### src/design/sysctl_pkg.sv
// Device map constants assume a 32-bit bus, eight slots and regions packed in index order from 0
package sysctl_pkg;

	// Bus data and address width
	localparam int ARCHBITSZ = 32;

	// Slots on the peripheral interconnect, including the catch-all slot
	localparam int SLAVECOUNT = 8;

	typedef logic [2:0] slv_idx_t;

	localparam slv_idx_t S_SDCARD     = 3'd0;
	localparam slv_idx_t S_DEVTBL     = 3'd1;
	localparam slv_idx_t S_IRQCTRL    = 3'd2;
	localparam slv_idx_t S_SERIAL     = 3'd3;
	localparam slv_idx_t S_RAM        = 3'd4;
	localparam slv_idx_t S_RAMCTRL    = 3'd5;
	localparam slv_idx_t S_BOOTLDR    = 3'd6;
	localparam slv_idx_t S_INVALIDDEV = 3'd7;

	typedef struct packed {
		logic [15:0]          dev_id;
		logic                 useirq;
		logic [ARCHBITSZ-1:0] mapsz;
	} dev_map_t;

	// Region sizes are in bytes
	localparam dev_map_t DEV_MAP [SLAVECOUNT] = '{
		S_SDCARD:     dev_map_t'{16'd4, 1'b1, 32'h0000_1000},
		S_DEVTBL:     dev_map_t'{16'd7, 1'b0, 32'h0000_1000},
		S_IRQCTRL:    dev_map_t'{16'd3, 1'b0, 32'h0000_1000},
		S_SERIAL:     dev_map_t'{16'd5, 1'b1, 32'h0000_1000},
		S_RAM:        dev_map_t'{16'd1, 1'b0, 32'h2000_0000},
		S_RAMCTRL:    dev_map_t'{16'd0, 1'b0, 32'h0001_0000},
		S_BOOTLDR:    dev_map_t'{16'd0, 1'b0, 32'h0000_4000},
		S_INVALIDDEV: dev_map_t'{16'd0, 1'b0, 32'h0000_1000}
	};

	localparam logic [15:0] SOCID = 16'd6;

	typedef struct packed {
		logic                 cyc;
		logic                 stb;
		logic                 we;
		logic [ARCHBITSZ-1:0] addr;
		logic [ARCHBITSZ-1:0] dat;
	} bus_req_t;

	typedef struct packed {
		logic                 ack;
		logic [ARCHBITSZ-1:0] dat;
	} bus_rsp_t;

	// Decoded software reset request
	typedef struct packed {
		logic cold;
		logic warm;
		logic pwroff;
	} swrst_t;

endpackage

### src/design/rst_seq.sv
// Reset holds for 2**RST_CNTR_BITSZ-1 cycles after the last reload and power-off waits for the button
`timescale 1ns/1ps

module rst_seq
	import sysctl_pkg::*;
#(
	parameter int RST_CNTR_BITSZ = 16
) (
	input  logic       clk_4x_w,
	input  logic       devtbl_rst2_w,
	input  logic       usr_btn_n_i,
	input  logic [1:0] rst_req_i,
	output logic       sys_rst_o,
	output logic       cold_rst_o
);

	swrst_t                    swrst;
	logic                      reload;
	logic [RST_CNTR_BITSZ-1:0] rst_cntr;
	logic                      pwroff_q;
	logic                      cold_q;

	// Both bits is cold, bit 1 alone is warm, bit 0 alone is power-off
	always_comb begin
		swrst.cold   = rst_req_i[1] & rst_req_i[0];
		swrst.warm   = rst_req_i[1] & ~rst_req_i[0];
		swrst.pwroff = ~rst_req_i[1] & rst_req_i[0];
	end

	assign reload = devtbl_rst2_w | ~usr_btn_n_i | swrst.warm | swrst.cold;

	// Down-counter parks at zero once the reset delay has run out
	always_ff @(posedge clk_4x_w) begin
		if (reload) begin
			rst_cntr <= '1;
		end else if (|rst_cntr) begin
			rst_cntr <= rst_cntr - 1'b1;
		end
	end

	// Power-off stays latched until the user button is pressed
	always_ff @(posedge clk_4x_w) begin
		if (devtbl_rst2_w || !usr_btn_n_i) begin
			pwroff_q <= 1'b0;
		end else if (swrst.pwroff) begin
			pwroff_q <= 1'b1;
		end
	end

	// Previous cold request level, for the rising edge
	always_ff @(posedge clk_4x_w) begin
		if (devtbl_rst2_w) begin
			cold_q <= 1'b0;
		end else begin
			cold_q <= swrst.cold;
		end
	end

	assign cold_rst_o = swrst.cold & ~cold_q;

	assign sys_rst_o = (|rst_cntr) | pwroff_q;

endmodule

### src/design/devtbl_regs.sv
// Single-cycle ack on every accepted request with no stall, and writes outside the control word are dropped
`timescale 1ns/1ps

module devtbl_regs
	import sysctl_pkg::*;
(
	input  logic     clk_4x_w,
	input  logic     devtbl_rst2_w,
	input  logic     sys_rst_i,
	input  bus_req_t req_i,
	output bus_rsp_t rsp_o,
	output logic [1:0] rst_req_o
);

	// Two table words per slot, then the control word
	localparam int CTRL_WORD = 2 * SLAVECOUNT;

	logic [ARCHBITSZ-3:0] word;
	logic                 accept;
	dev_map_t             slot;
	logic [ARCHBITSZ-1:0] rd_data;
	logic [1:0]           rst_req_q;
	logic                 ack_q;
	logic [ARCHBITSZ-1:0] dat_q;

	assign word   = req_i.addr[ARCHBITSZ-1:2];
	assign accept = req_i.cyc & req_i.stb;
	assign slot   = DEV_MAP[word[3:1]];

	always_comb begin
		rd_data = '0;
		if (word < CTRL_WORD) begin
			if (word[0]) begin
				rd_data = slot.mapsz;
			end else begin
				rd_data[15:0]          = slot.dev_id;
				rd_data[ARCHBITSZ-1]   = slot.useirq;
			end
		end else if (word == CTRL_WORD) begin
			rd_data[15:0]  = SOCID;
			rd_data[17:16] = rst_req_q;
		end
	end

	// Request bits drop as soon as the system is in reset
	always_ff @(posedge clk_4x_w) begin
		if (devtbl_rst2_w || sys_rst_i) begin
			rst_req_q <= 2'b00;
		end else if (accept && req_i.we && word == CTRL_WORD) begin
			rst_req_q <= req_i.dat[1:0];
		end
	end

	always_ff @(posedge clk_4x_w) begin
		if (devtbl_rst2_w) begin
			ack_q <= 1'b0;
		end else begin
			ack_q <= accept;
		end
	end

	// Read data lines up with ack
	always_ff @(posedge clk_4x_w) begin
		if (accept) begin
			dat_q <= rd_data;
		end
	end

	assign rsp_o.ack = ack_q;
	assign rsp_o.dat = dat_q;
	assign rst_req_o = rst_req_q;

endmodule

### src/design/addr_dec.sv
// Regions are contiguous from address 0 in slot order, anything beyond slot 6 lands in the invalid slot
`timescale 1ns/1ps

module addr_dec
	import sysctl_pkg::*;
(
	input  logic                 clk_4x_w,
	input  logic                 devtbl_rst2_w,
	input  logic                 stb_i,
	input  logic [ARCHBITSZ-1:0] addr_i,
	output logic                 vld_o,
	output slv_idx_t             idx_o,
	output logic                 inv_o
);

	// Exclusive end address of slot k
	function automatic logic [ARCHBITSZ-1:0] region_end(input int k);
		logic [ARCHBITSZ-1:0] sum;
		sum = '0;
		for (int i = 0; i <= k; i++) begin
			sum = sum + DEV_MAP[i].mapsz;
		end
		return sum;
	endfunction

	logic [S_INVALIDDEV-1:0] hit;
	slv_idx_t                idx_d;
	logic                    vld_q;

	for (genvar k = 0; k < S_INVALIDDEV; k++) begin : g_region
		assign hit[k] = addr_i < region_end(k);
	end

	// Lowest region that contains the address wins
	always_comb begin
		idx_d = S_INVALIDDEV;
		for (int i = S_INVALIDDEV - 1; i >= 0; i--) begin
			if (hit[i]) begin
				idx_d = slv_idx_t'(i);
			end
		end
	end

	always_ff @(posedge clk_4x_w) begin
		if (devtbl_rst2_w) begin
			vld_q <= 1'b0;
		end else begin
			vld_q <= stb_i;
		end
	end

	always_ff @(posedge clk_4x_w) begin
		if (stb_i) begin
			idx_o <= idx_d;
			inv_o <= ~|hit;
		end
	end

	assign vld_o = vld_q;

endmodule

### src/design/sysctl_top.sv
// One clock domain only, and RST_CNTR_BITSZ sets how long system reset is held
`timescale 1ns/1ps

module sysctl_top
	import sysctl_pkg::*;
#(
	parameter int RST_CNTR_BITSZ = 16
) (
	input  logic                 clk_4x_w,
	input  logic                 devtbl_rst2_w,
	input  logic                 usr_btn_n_i,
	input  bus_req_t             dt_req_i,
	output bus_rsp_t             dt_rsp_o,
	input  logic                 dec_stb_i,
	input  logic [ARCHBITSZ-1:0] dec_addr_i,
	output logic                 sel_vld_o,
	output slv_idx_t             sel_idx_o,
	output logic                 sel_inv_o,
	output logic                 sys_rst_o,
	output logic                 cold_rst_o
);

	// Software reset request levels from the table
	logic [1:0] rst_req_w;

	rst_seq #(
		.RST_CNTR_BITSZ (RST_CNTR_BITSZ)
	) u_rst_seq (
		.clk_4x_w      (clk_4x_w),
		.devtbl_rst2_w (devtbl_rst2_w),
		.usr_btn_n_i   (usr_btn_n_i),
		.rst_req_i     (rst_req_w),
		.sys_rst_o     (sys_rst_o),
		.cold_rst_o    (cold_rst_o)
	);

	// System reset also clears the request bits it came from
	devtbl_regs u_devtbl (
		.clk_4x_w      (clk_4x_w),
		.devtbl_rst2_w (devtbl_rst2_w),
		.sys_rst_i     (sys_rst_o),
		.req_i         (dt_req_i),
		.rsp_o         (dt_rsp_o),
		.rst_req_o     (rst_req_w)
	);

	addr_dec u_addr_dec (
		.clk_4x_w      (clk_4x_w),
		.devtbl_rst2_w (devtbl_rst2_w),
		.stb_i         (dec_stb_i),
		.addr_i        (dec_addr_i),
		.vld_o         (sel_vld_o),
		.idx_o         (sel_idx_o),
		.inv_o         (sel_inv_o)
	);

endmodule

### config.mk
export PLATFORM = sky130hd
export DESIGN_NAME = sysctl_top
export DESIGN_NICKNAME = d
export VERILOG_FILES = /design/src/design/sysctl_pkg.sv /design/src/design/rst_seq.sv /design/src/design/devtbl_regs.sv /design/src/design/addr_dec.sv /design/src/design/sysctl_top.sv
export SDC_FILE = /design/constraint.sdc
export NUM_CORES = 1
export LEC_CHECK = 0
export BUFFER_PORTS_ARGS = -buffer_cell sky130_fd_sc_hd__buf_4
export CAP_MARGIN = 10
export CORE_AREA = 2 2 61 87
export CTS_CLUSTER_SIZE = 20
export DETAILED_ROUTE_END_ITERATION = 10
export DIE_AREA = 0 0 63 89
export PLACE_DENSITY = 0.84
export SYNTH_ARGS = -nofsm -noshare
export SYNTH_HDL_FRONTEND = slang
export SYNTH_HIERARCHICAL = 1
export SYNTH_SLANG_ARGS = --single-unit
export TNS_END_PERCENT = 1
### constraint.sdc
create_clock -name clk_4x_w -period 3.6 [get_ports clk_4x_w]
set_clock_uncertainty 0.1 [all_clocks]
set_input_delay 0.9 -clock clk_4x_w [delete_from_list [all_inputs] [get_ports clk_4x_w]]
set_output_delay 0.9 -clock clk_4x_w [all_outputs]
set_load 0.01 [all_outputs]
---- Yosys cells after proc, flatten, opt, wreduce, memory -nomap -nowiden ----
Memory sizes are Yosys's and may differ from the RTL's.
Index checks and enable logic that the tools add are counted.
cells by class
  add/sub/neg operators ................... 1
  divide/modulo/power cells ............... 0
  reductions and logical operators ........ 11
  $mul .................................... 0
  eq/ne operators ......................... 1
  shifts and indexed selects .............. 0
  muxes and demuxes ....................... 13
  bitwise gates (word level) .............. 14
  $lt $le $gt $ge ......................... 9
operators by type and width
  operator               number
  $mux 49                2
  $lt 32x30->1 const B   3
  $lt 32x14->1 const B   2
  $mux 18                2
  $lt 32x13->1 const B   1
  $lt 32x15->1 const B   1
  $eq 30x5->1 const B    1
  $lt 30x5->1 const B    1
  $mux 16                1
  $reduce_or 16->1       1
  $sub 16x1->16 const B  1
  $mux 2                 5
  $reduce_or 7->1        1
  $and 1x1->1            5
  $ge 4x4->1 const B     1
  $not 1->1              4
  $not 3->4              1
  $or 1x1->1             4
  $reduce_or 4->1        1
  $mux 1                 3
  $logic_and 1x1->1      2
  $logic_not 1->1        2
  $logic_or 1x1->1       2
  $reduce_and 2->1       1
  $reduce_or 2->1        1
word-level totals
  word-level logic and storage cells ...... 63
  bits of input ports ..................... 103
  flip-flop bits (word level) ............. 58
  output and inout bits ................... 40
  RAM bits ................................ 0
  bits in latches ......................... 0
  memories kept ........................... 1
  bits in read-only memories .............. 392
memory list
  memory            depth  width  rd ports  clocked after memory_dff  write ports  line               RTL
  (name not given)  8      49     1         0                         0            devtbl_regs.sv:28  assign slot = DEV_MAP[word[3:1]];

---- Longest topological paths before layout ----
Gate-level depths: netlist (run 1).
  word-level depth ........................ 7
  depth in mapped cells ................... 7
  gate-level depth less buffers ........... 7

---- Modules after synthesis ----
The synthesis (run 1) kept the hierarchy.
modules (own cells, without submodules)
  module       sequential area each (um^2)  area each (um^2)  cells each  times used
  rst_seq      360.3                        933.4             105         1
  devtbl_regs  330.3                        918.4             89          1
  addr_dec     140.1                        266.5             24          1

---- Least setup slack after synthesis (run 1) ----
No wires, ideal clock.
  path type ............................... reg-to-output
  start ................................... reg u_rst_seq.rst_cntr[12]
  end ..................................... out sys_rst_o
  required time ........................... 2600 ps
  slack ................................... 1285 ps
  data arrival time ....................... 1315 ps
  buffers on the path ..................... 1
  stages on the path, launching flop included .. 5
  cells stage by stage .................... dfxtp_1 -> buf_6 -> nor4_4 -> nand4_4 -> or2_1
on the way
  word-level cells in the longest chain between the ends .. 2
RTL lines
  element                   line              RTL
  start: declaration        rst_seq.sv:19     logic [RST_CNTR_BITSZ-1:0] rst_cntr;
  start signal: assignment  rst_seq.sv:37     rst_cntr <= rst_cntr - 1'b1;
  $reduce_or 16->1          rst_seq.sv:61     assign sys_rst_o = (|rst_cntr) | pwroff_q;
  $or 1x1->1                rst_seq.sv:61
  end: declaration          sysctl_top.sv:19  output logic sys_rst_o,
No other way between the ends.

---- Worst setup path after layout (run 1) ----
  start ................................... reg u_rst_seq.rst_cntr[0]
  end ..................................... out sys_rst_o
The elaborated chain is that of the path after synthesis.

==> results of run 1 <==
cell type report:
cell class                      instances  area share
Timing Repair Buffer                   76      0.2052
Sequential cell                        35      0.2988
Multi-Input combinational cell        169      0.4073
Clock inverter                          3     0.02430
Clock buffer                            5     0.02475
Tap cell                               64     0.02880
Inverter                                8     0.01080
logic make-up (layout without fill, tap and decap cells):
kind of cell	count (synthesis)	after routing	share of synthesized area
XOR/XNOR	2	2	0.008271
buffers and inverters	36	92	0.1122
AO/OA/AOI/OAI	40	40	0.1264
flip-flops	35	35	0.3922
adder cells (fa/ha/maj)	7	7	0.04134
AND/OR/NAND/NOR	97	97	0.3178
other	1	23	0.001770
tightest hold or removal path: cells and delay by family, from the launching register on:
kind               cells  cell delay, ns
DFF                    1            0.31
and+or+nand+nor        1            0.05
AOI/OAI and AO/OA      1            0.11
state kept, by name, summed over array words and instances, names as in the netlist:
register,cells
u_addr_dec/inv_o,1
u_addr_dec/vld_o,1
u_rst_seq/cold_q,1
u_rst_seq/rst_cntr,16
u_addr_dec/idx_o,3
u_devtbl/ack_q,1
u_devtbl/dat_q,9
u_rst_seq/pwroff_q,1
u_devtbl/rst_req_o,2
worst paths after layout:
check	start	endpoint	slack [ns]	cells past startpoint
hold / removal	u_rst_seq/pwroff_q	u_rst_seq/pwroff_q	0.41	2
hold reg to reg	u_rst_seq/pwroff_q	u_rst_seq/pwroff_q	0.41	2
setup / recovery	u_rst_seq/rst_cntr[0]	sys_rst_o	0.67	6
setup reg to reg	u_rst_seq/rst_cntr[0]	u_devtbl/rst_req_o[1]	1.50	7
per-layer routing:
layer,global-route usage,vias up,part of all wire
li1,-,922,-
met1,0.1806,845,0.40
met2,0.2872,80,0.50
met3,0.03149,6,0.074
met4,0.07273,0,0.018
met5,0,-,0
report_power, final:
part,switching (mW),internal (mW),leakage (nW)
sequential,0.00427,0.420,0.292
clock,0.145,0.276,0.0644
combinational,0.0528,0.0636,0.845
total,0.202,0.760,1.20
stage by stage:
step	setup WS, ns	hold slack [ns]
floorplan	1.285	0.3582
CTS	0.6736	0.4144
global placement	1.008	0.3959
finish	0.6674	0.4142
global route	0.5616	0.4503
detailed placement	1.006	0.4046
cell usage in the layout, fill, tap and decap left out, types with 2 or more instances in the layout:
cell / n
sky130_fd_sc_hd__buf_4: 76
sky130_fd_sc_hd__conb_1: 23
sky130_fd_sc_hd__dfxtp_1: 22
sky130_fd_sc_hd__nor2_1: 15
sky130_fd_sc_hd__edfxtp_1: 13
sky130_fd_sc_hd__nand2_1: 10
sky130_fd_sc_hd__a21oi_1: 9
sky130_fd_sc_hd__nor4_1: 8
sky130_fd_sc_hd__inv_1: 8
sky130_fd_sc_hd__nand3_1: 7
sky130_fd_sc_hd__ha_1: 7
sky130_fd_sc_hd__and3_1: 6
sky130_fd_sc_hd__nor3_1: 6
sky130_fd_sc_hd__o21ai_1: 6
sky130_fd_sc_hd__clkbuf_8: 5
sky130_fd_sc_hd__and4_1: 5
sky130_fd_sc_hd__o31ai_1: 5
sky130_fd_sc_hd__nand4_1: 4
sky130_fd_sc_hd__or2_2: 3
sky130_fd_sc_hd__o21ai_0: 3
sky130_fd_sc_hd__nor4_2: 3
sky130_fd_sc_hd__nor3b_1: 3
sky130_fd_sc_hd__a31oi_1: 3
sky130_fd_sc_hd__bufinv_16: 2
sky130_fd_sc_hd__nand3b_1: 2
sky130_fd_sc_hd__nor2b_1: 2
sky130_fd_sc_hd__a21boi_1: 2
sky130_fd_sc_hd__a311o_1: 2
sky130_fd_sc_hd__nand4_2: 2
sky130_fd_sc_hd__and2_1: 2
sky130_fd_sc_hd__nor3b_2: 2
sky130_fd_sc_hd__and3_2: 2
sky130_fd_sc_hd__nor4_4: 2
sky130_fd_sc_hd__a211o_1: 2
==> flow_summary.yaml, run 1 <==
worst_setup_path:
  cp_num_buf_inv: 2
  path_max_fanout: 10
  required_ns: 2.60
  setup.worst_path.start_class: "flop"
  crit_slowest_cell: "sky130_fd_sc_hd__nor3b_2"
  critical_path_class: "reg -> out"
  worstPathCellList: "inv_1, ha_1, nor3b_2, nand4_4, or2_1, buf_4"
  data_arrival_time_at_the_worst_slack_endpoint_ns: 1.93
  cp_slowest_stage_delay_ns: 0.36
  timing.critical_path.max_delay_family: "simple AND/OR/NAND/NOR gates"
  critical_path.endpoint_type: "primary output"
place:
  placed_cells: 352
  place_congestion: 0.7822
  dp_hpwl_um: 3593
  placed_area_um2: 2644
  numPortBuffers: 75
timing:
  slew-limit-headroom: 0.5370
  hold_viol: 0
  layout_worst_path_cycle_share: 0.8146
  tightest_slew_ns: 0.6930
  fin_setup_tns_ns: 0
  grt_setup_unrepaired: "no"
  timing.final.crit_period_ns: 2.933
  achievable-frequency_ghz: 0.3410
  timing_max_transition_violations_final: 0
  setup_viol_count_final: 0
synth:
  most_frequent_cell_after_synthesis: "sky130_fd_sc_hd__buf_4"
  synth_area_um2: 2118
  yosysUniqueCellTypes: 58
  synth_ff_type: "sky130_fd_sc_hd__dfxtp_1"
  postSynthRegisterBits: 35
  post_synth_main_area_contributors: "sky130_fd_sc_hd__dfxtp_1 21%, sky130_fd_sc_hd__edfxtp_1 18%, sky130_fd_sc_hd__buf_4 8.9%, sky130_fd_sc_hd__ha_1 4.1%, sky130_fd_sc_hd__nor2_1 2.7%"
  avgSynthCellArea_um2: 9.717
  synth_largest_area_cell: "sky130_fd_sc_hd__dfxtp_1"
  synthCells: 218
  synth_top_cells_by_count: "25 x sky130_fd_sc_hd__buf_4, 22 x sky130_fd_sc_hd__dfxtp_1, 15 x sky130_fd_sc_hd__nor2_1, 13 x sky130_fd_sc_hd__edfxtp_1, 10 x sky130_fd_sc_hd__nand2_1"
  synth_warnings: 6
  yosys.area.top_type_share: 0.2079
  synth_edf_count: 13
  postSynth.asyncResetShare: 0
  ys_seq_area_frac: 0.3922
clock_tree:
  cts_buffer_depth: 2
  ctsHoldBuffers: 0
  post_cts_buffers: 0
  cts_made_buffers: 5
  cts.sink_count: 35
  worst_skew_pair.late_latency_ns: 0.29
  cts_root_buf: "sky130_fd_sc_hd__clkbuf_8"
  cts_tree: "built"
  h_tree_level_count: 2
  path_clk_slew_ns: 0.07
  cts_resized: 0
floorplanning:
  core-area_um2: 4767
  i_o_pin_count: 143
  die_area_um2: 5607
  start_util: 0.4444
  placement_rows: 30
  die_y_um: 89
  die_x_um: 63
cells_and_area:
  diode_count: 0
  area_of_the_multi_input_gates_um2: 1132
  nets: 405
  post_layout_nonfiller_instances: 360
  num-fill-cells: 437
  drive_gt1_frac: 0.3649
  sequential_cell_area_um2: 830.8
  post-route-util: 0.5832
  fin_area_um2: 2780
  area_growth_from_synthesis_to_layout_pct: 31.25
drt:
  via_count: 1853
  drt-wirelength-per-cell_um: 12.42
  drc: 0
  drt-pass1-iter-count: 4
  detail_route.vias_per_cell: 5.147
  ant_nets: 0
  drt_iter0_drc: 67
  totalWireLength_um: 4470
grt:
  grt_pass1_vias: 1664
  groute.usage.overall: 0.1585
  pin_count_of_the_biggest_net_entering_global_routing: 13
  wire_length_of_the_first_global_routing_pass_um: 7051
  antenna_found_initial: 0
  globalRoute.totalOverflow: 0
status:
  outcome: "finished, final reports clean"
pwr:
  totalPowerFinal_mw: 0.9618
  power.static_leakage_nw: 1.202
  max-vdd-ir-drop_mv: 0.1430
  cellPowerDensity_nw_per_um2: 345.9
hold_path:
  hold_path_class: "reg -> reg"
flow_run:
  maxCapViolCount: 0
No activity file was read; power rests on OpenSTA's default activity.
==> inputs of run 2 (changes only) <==
- ABC_AREA: default -> 1
- CORE_AREA: 2 2 61 87 -> 2 2 69 98
- DIE_AREA: 0 0 63 89 -> 0 0 71 100
- PLACE_DENSITY: 0.84 -> 0.75
- clock period: 3.6 -> 2.65 ns (I/O delays scaled with it)
==> run 2 against run 1 <==
  * Sequential cell count unchanged
  * Count of clock-buffer cells in the layout up 2
  * Wire length up 20%
  * Critical path type unchanged
  * Total power up 16%
  * Setup slack worse by 0.59 ns
  * Global-route usage down 0.60 points
  * Register-to-register slack worse by 0.72 ns
==> flow_summary.yaml, run 2 <==
synth:
  synth_edf_count: 13
  post_synth_main_area_contributors: "sky130_fd_sc_hd__dfxtp_1 19%, sky130_fd_sc_hd__edfxtp_1 17%, sky130_fd_sc_hd__nand2_1 11%, sky130_fd_sc_hd__buf_4 7.6%, sky130_fd_sc_hd__nor2_1 7.6%"
  yosys.area.top_type_share: 0.1862
  postSynthRegisterBits: 35
  synthCells: 329
  synth_area_um2: 2365
  synth_top_cells_by_count: "69 x sky130_fd_sc_hd__nand2_1, 48 x sky130_fd_sc_hd__nor2_1, 42 x sky130_fd_sc_hd__inv_1, 25 x sky130_fd_sc_hd__nand3_1, 24 x sky130_fd_sc_hd__buf_4"
  ys_seq_area_frac: 0.3513
  most_frequent_cell_after_synthesis: "sky130_fd_sc_hd__nand2_1"
  avgSynthCellArea_um2: 7.188
  synth_warnings: 6
  yosysUniqueCellTypes: 31
  postSynth.asyncResetShare: 0
  synth_ff_type: "sky130_fd_sc_hd__dfxtp_1"
  synth_largest_area_cell: "sky130_fd_sc_hd__dfxtp_1"
timing:
  layout_worst_path_cycle_share: 0.9726
  timing_max_transition_violations_final: 0
  achievable-frequency_ghz: 0.3880
  timing.hold.ws_ns: 0.3957
  fin_setup_tns_ns: 0
  timing.final.crit_period_ns: 2.577
  hold_viol: 0
  grt_setup_unrepaired: "no"
  setup_viol_count_final: 0
worst_setup_path:
  data_arrival_time_at_the_worst_slack_endpoint_ns: 1.81
  worstPathCellList: "inv_2, ha_2, nand2_2, nor2_4, nand2_4, or2_1, buf_4"
  setup.worst_path.start_class: "flop"
  regToRegSetupSlack_ns: 0.78
  regToRegStartpoint: "u_rst_seq/rst_cntr[0]"
  cp_slowest_stage_delay_ns: 0.35
  rr_worst_depth: 9
  required_ns: 1.89
  path_max_fanout: 14
  crit_slowest_cell: "sky130_fd_sc_hd__dfxtp_1"
  critical_path.endpoint_type: "primary output"
  critical_path_class: "reg -> out"
  rr_endpoint: "u_devtbl/rst_req_o[0]"
grt:
  groute.usage.overall: 0.1525
  pin_count_of_the_biggest_net_entering_global_routing: 15
  wire_length_of_the_first_global_routing_pass_um: 8852
  globalRoute.totalOverflow: 0
  grt_pass1_vias: 2119
  antenna_found_initial: 0
cells_and_area:
  num-fill-cells: 628
  largest-register: "u_rst_seq/rst_cntr"
  area_growth_from_synthesis_to_layout_pct: 26.67
  largest_registers: "u_rst_seq/rst_cntr (16), u_devtbl/dat_q (9), u_addr_dec/idx_o (3)"
  layout.cells.most_common_list: "75 x sky130_fd_sc_hd__buf_4, 69 x sky130_fd_sc_hd__nand2_1, 48 x sky130_fd_sc_hd__nor2_1"
  nets: 518
  layout_commonest_cell: "sky130_fd_sc_hd__buf_4"
  largest_register_ff_count: 16
  diode_count: 0
  post-route-util: 0.4717
  drive_gt1_frac: 0.3032
place:
  dp_hpwl_um: 4519
  numPortBuffers: 75
  place_congestion: 0.9188
clock_tree:
  worst_skew_pair.late_latency_ns: 0.29
  path_clk_slew_ns: 0.07
  cts.sink_count: 35
  cts_resized: 0
  h_tree_level_count: 2
  cts_root_buf: "sky130_fd_sc_hd__clkbuf_8"
  post_cts_buffers: 0
  cts_tree: "built"
  cts_made_buffers: 5
  cts_buffer_depth: 2
  ctsHoldBuffers: 0
drt:
  ant_nets: 0
  detail_route.vias_per_cell: 4.731
  drt-wirelength-per-cell_um: 11.09
  drc: 0
  via_count: 2285
  drt_iter0_drc: 117
  totalWireLength_um: 5358
  drt-pass1-iter-count: 4
floorplanning:
  placement_rows: 35
  core-area_um2: 6350
  start_util: 0.3724
  die_y_um: 100
  die_area_um2: 7100
  die_x_um: 71
  i_o_pin_count: 143
hold_path:
  worstHoldStart: "u_rst_seq/pwroff_q"
  hold_path_class: "reg -> reg"
  hold-path-endpoint: "u_rst_seq/pwroff_q"
  count_of_cells_along_the_worst_hold_path: 1
pwr:
  power.static_leakage_nw: 1.389
  max-vdd-ir-drop_mv: 0.1684
  cellPowerDensity_nw_per_um2: 373.6
flow_run:
  maxCapViolCount: 0
status:
  outcome: "finished, final reports clean"
[run 2: routing by layer]
layer / share of wire / global-route usage / up-vias
met5: 0 / 0 / -
met3: 0.071 / 0.02912 / 7
met4: 0.015 / 0.05515 / 0
met1: 0.36 / 0.1587 / 1038
li1: - / - / 1152
met2: 0.56 / 0.2969 / 88
[run 2: where the power goes]
| group | total [mW] | switching [mW] | internal, mW |
|---|---|---|---|
| logic | 0.174 | 0.0879 | 0.0862 |
| clock network | 0.368 | 0.184 | 0.184 |
| registers | 0.577 | 0.00593 | 0.571 |
[run 2: final cells by class]
type / instances / area [um2] / area share
Inverter: 45 / 168.9 / 0.05639
Clock buffer: 7 / 76.32 / 0.02548
Sequential cell: 35 / 830.8 / 0.2774
Timing Repair Buffer: 75 / 563.0 / 0.1880
Multi-Input combinational cell: 246 / 1259 / 0.4202
Tap cell: 74 / 92.59 / 0.03091
Clock inverter: 1 / 5.005 / 0.001671
[run 2: worst max-delay path by stage]
stage | start | endpoint | cells past startpoint | slack [ns]
after floorplan | u_rst_seq/rst_cntr[0] | sys_rst_o | 6 | 0.75
after global placement | u_rst_seq/rst_cntr[0] | sys_rst_o | 7 | 0.40
after detailed placement | u_rst_seq/rst_cntr[0] | sys_rst_o | 7 | 0.38
after CTS | u_rst_seq/rst_cntr[0] | sys_rst_o | 7 | 0.06
after global routing | u_rst_seq/rst_cntr[0] | sys_rst_o | 7 | 0.03
final | u_rst_seq/rst_cntr[0] | sys_rst_o | 7 | 0.07
[run 2: logic make-up (layout without fill, tap and decap cells)]
kind of cell	count (synthesis)	count (layout)	share of synthesized area
xor gates and xnor gates	1	1	0.003704
buffers and inverters	70	128	0.1524
other	1	23	0.001586
and+or+nand+nor	195	195	0.4053
DFF	35	35	0.3513
AOI/OAI and AO/OA	20	20	0.04868
adders and majority gates	7	7	0.03704
[run 2: through the flow]
step / power, mW / worst slack (ns) / instances / instance area (um2)
final: 1.119 / 0.07266 / 483 / 2995
after global routing: 1.171 / 0.03325 / 483 / 2995
after CTS: 1.132 / 0.05760 / 483 / 2993
after detailed placement: 0.7633 / 0.3768 / 475 / 2912
after global placement: 0.7594 / 0.4001 / 475 / 2912
after floorplan: 0.6817 / 0.7543 / 351 / 2447
[run 2: worst max-delay path, delay by kind of cell (launching register included)]
family                   cells  cell delay (ns)
buffers and inverters        2             0.26
flip-flops                   1             0.35
AND/OR/NAND/NOR              4             0.68
adder cells (fa/ha/maj)      1             0.24
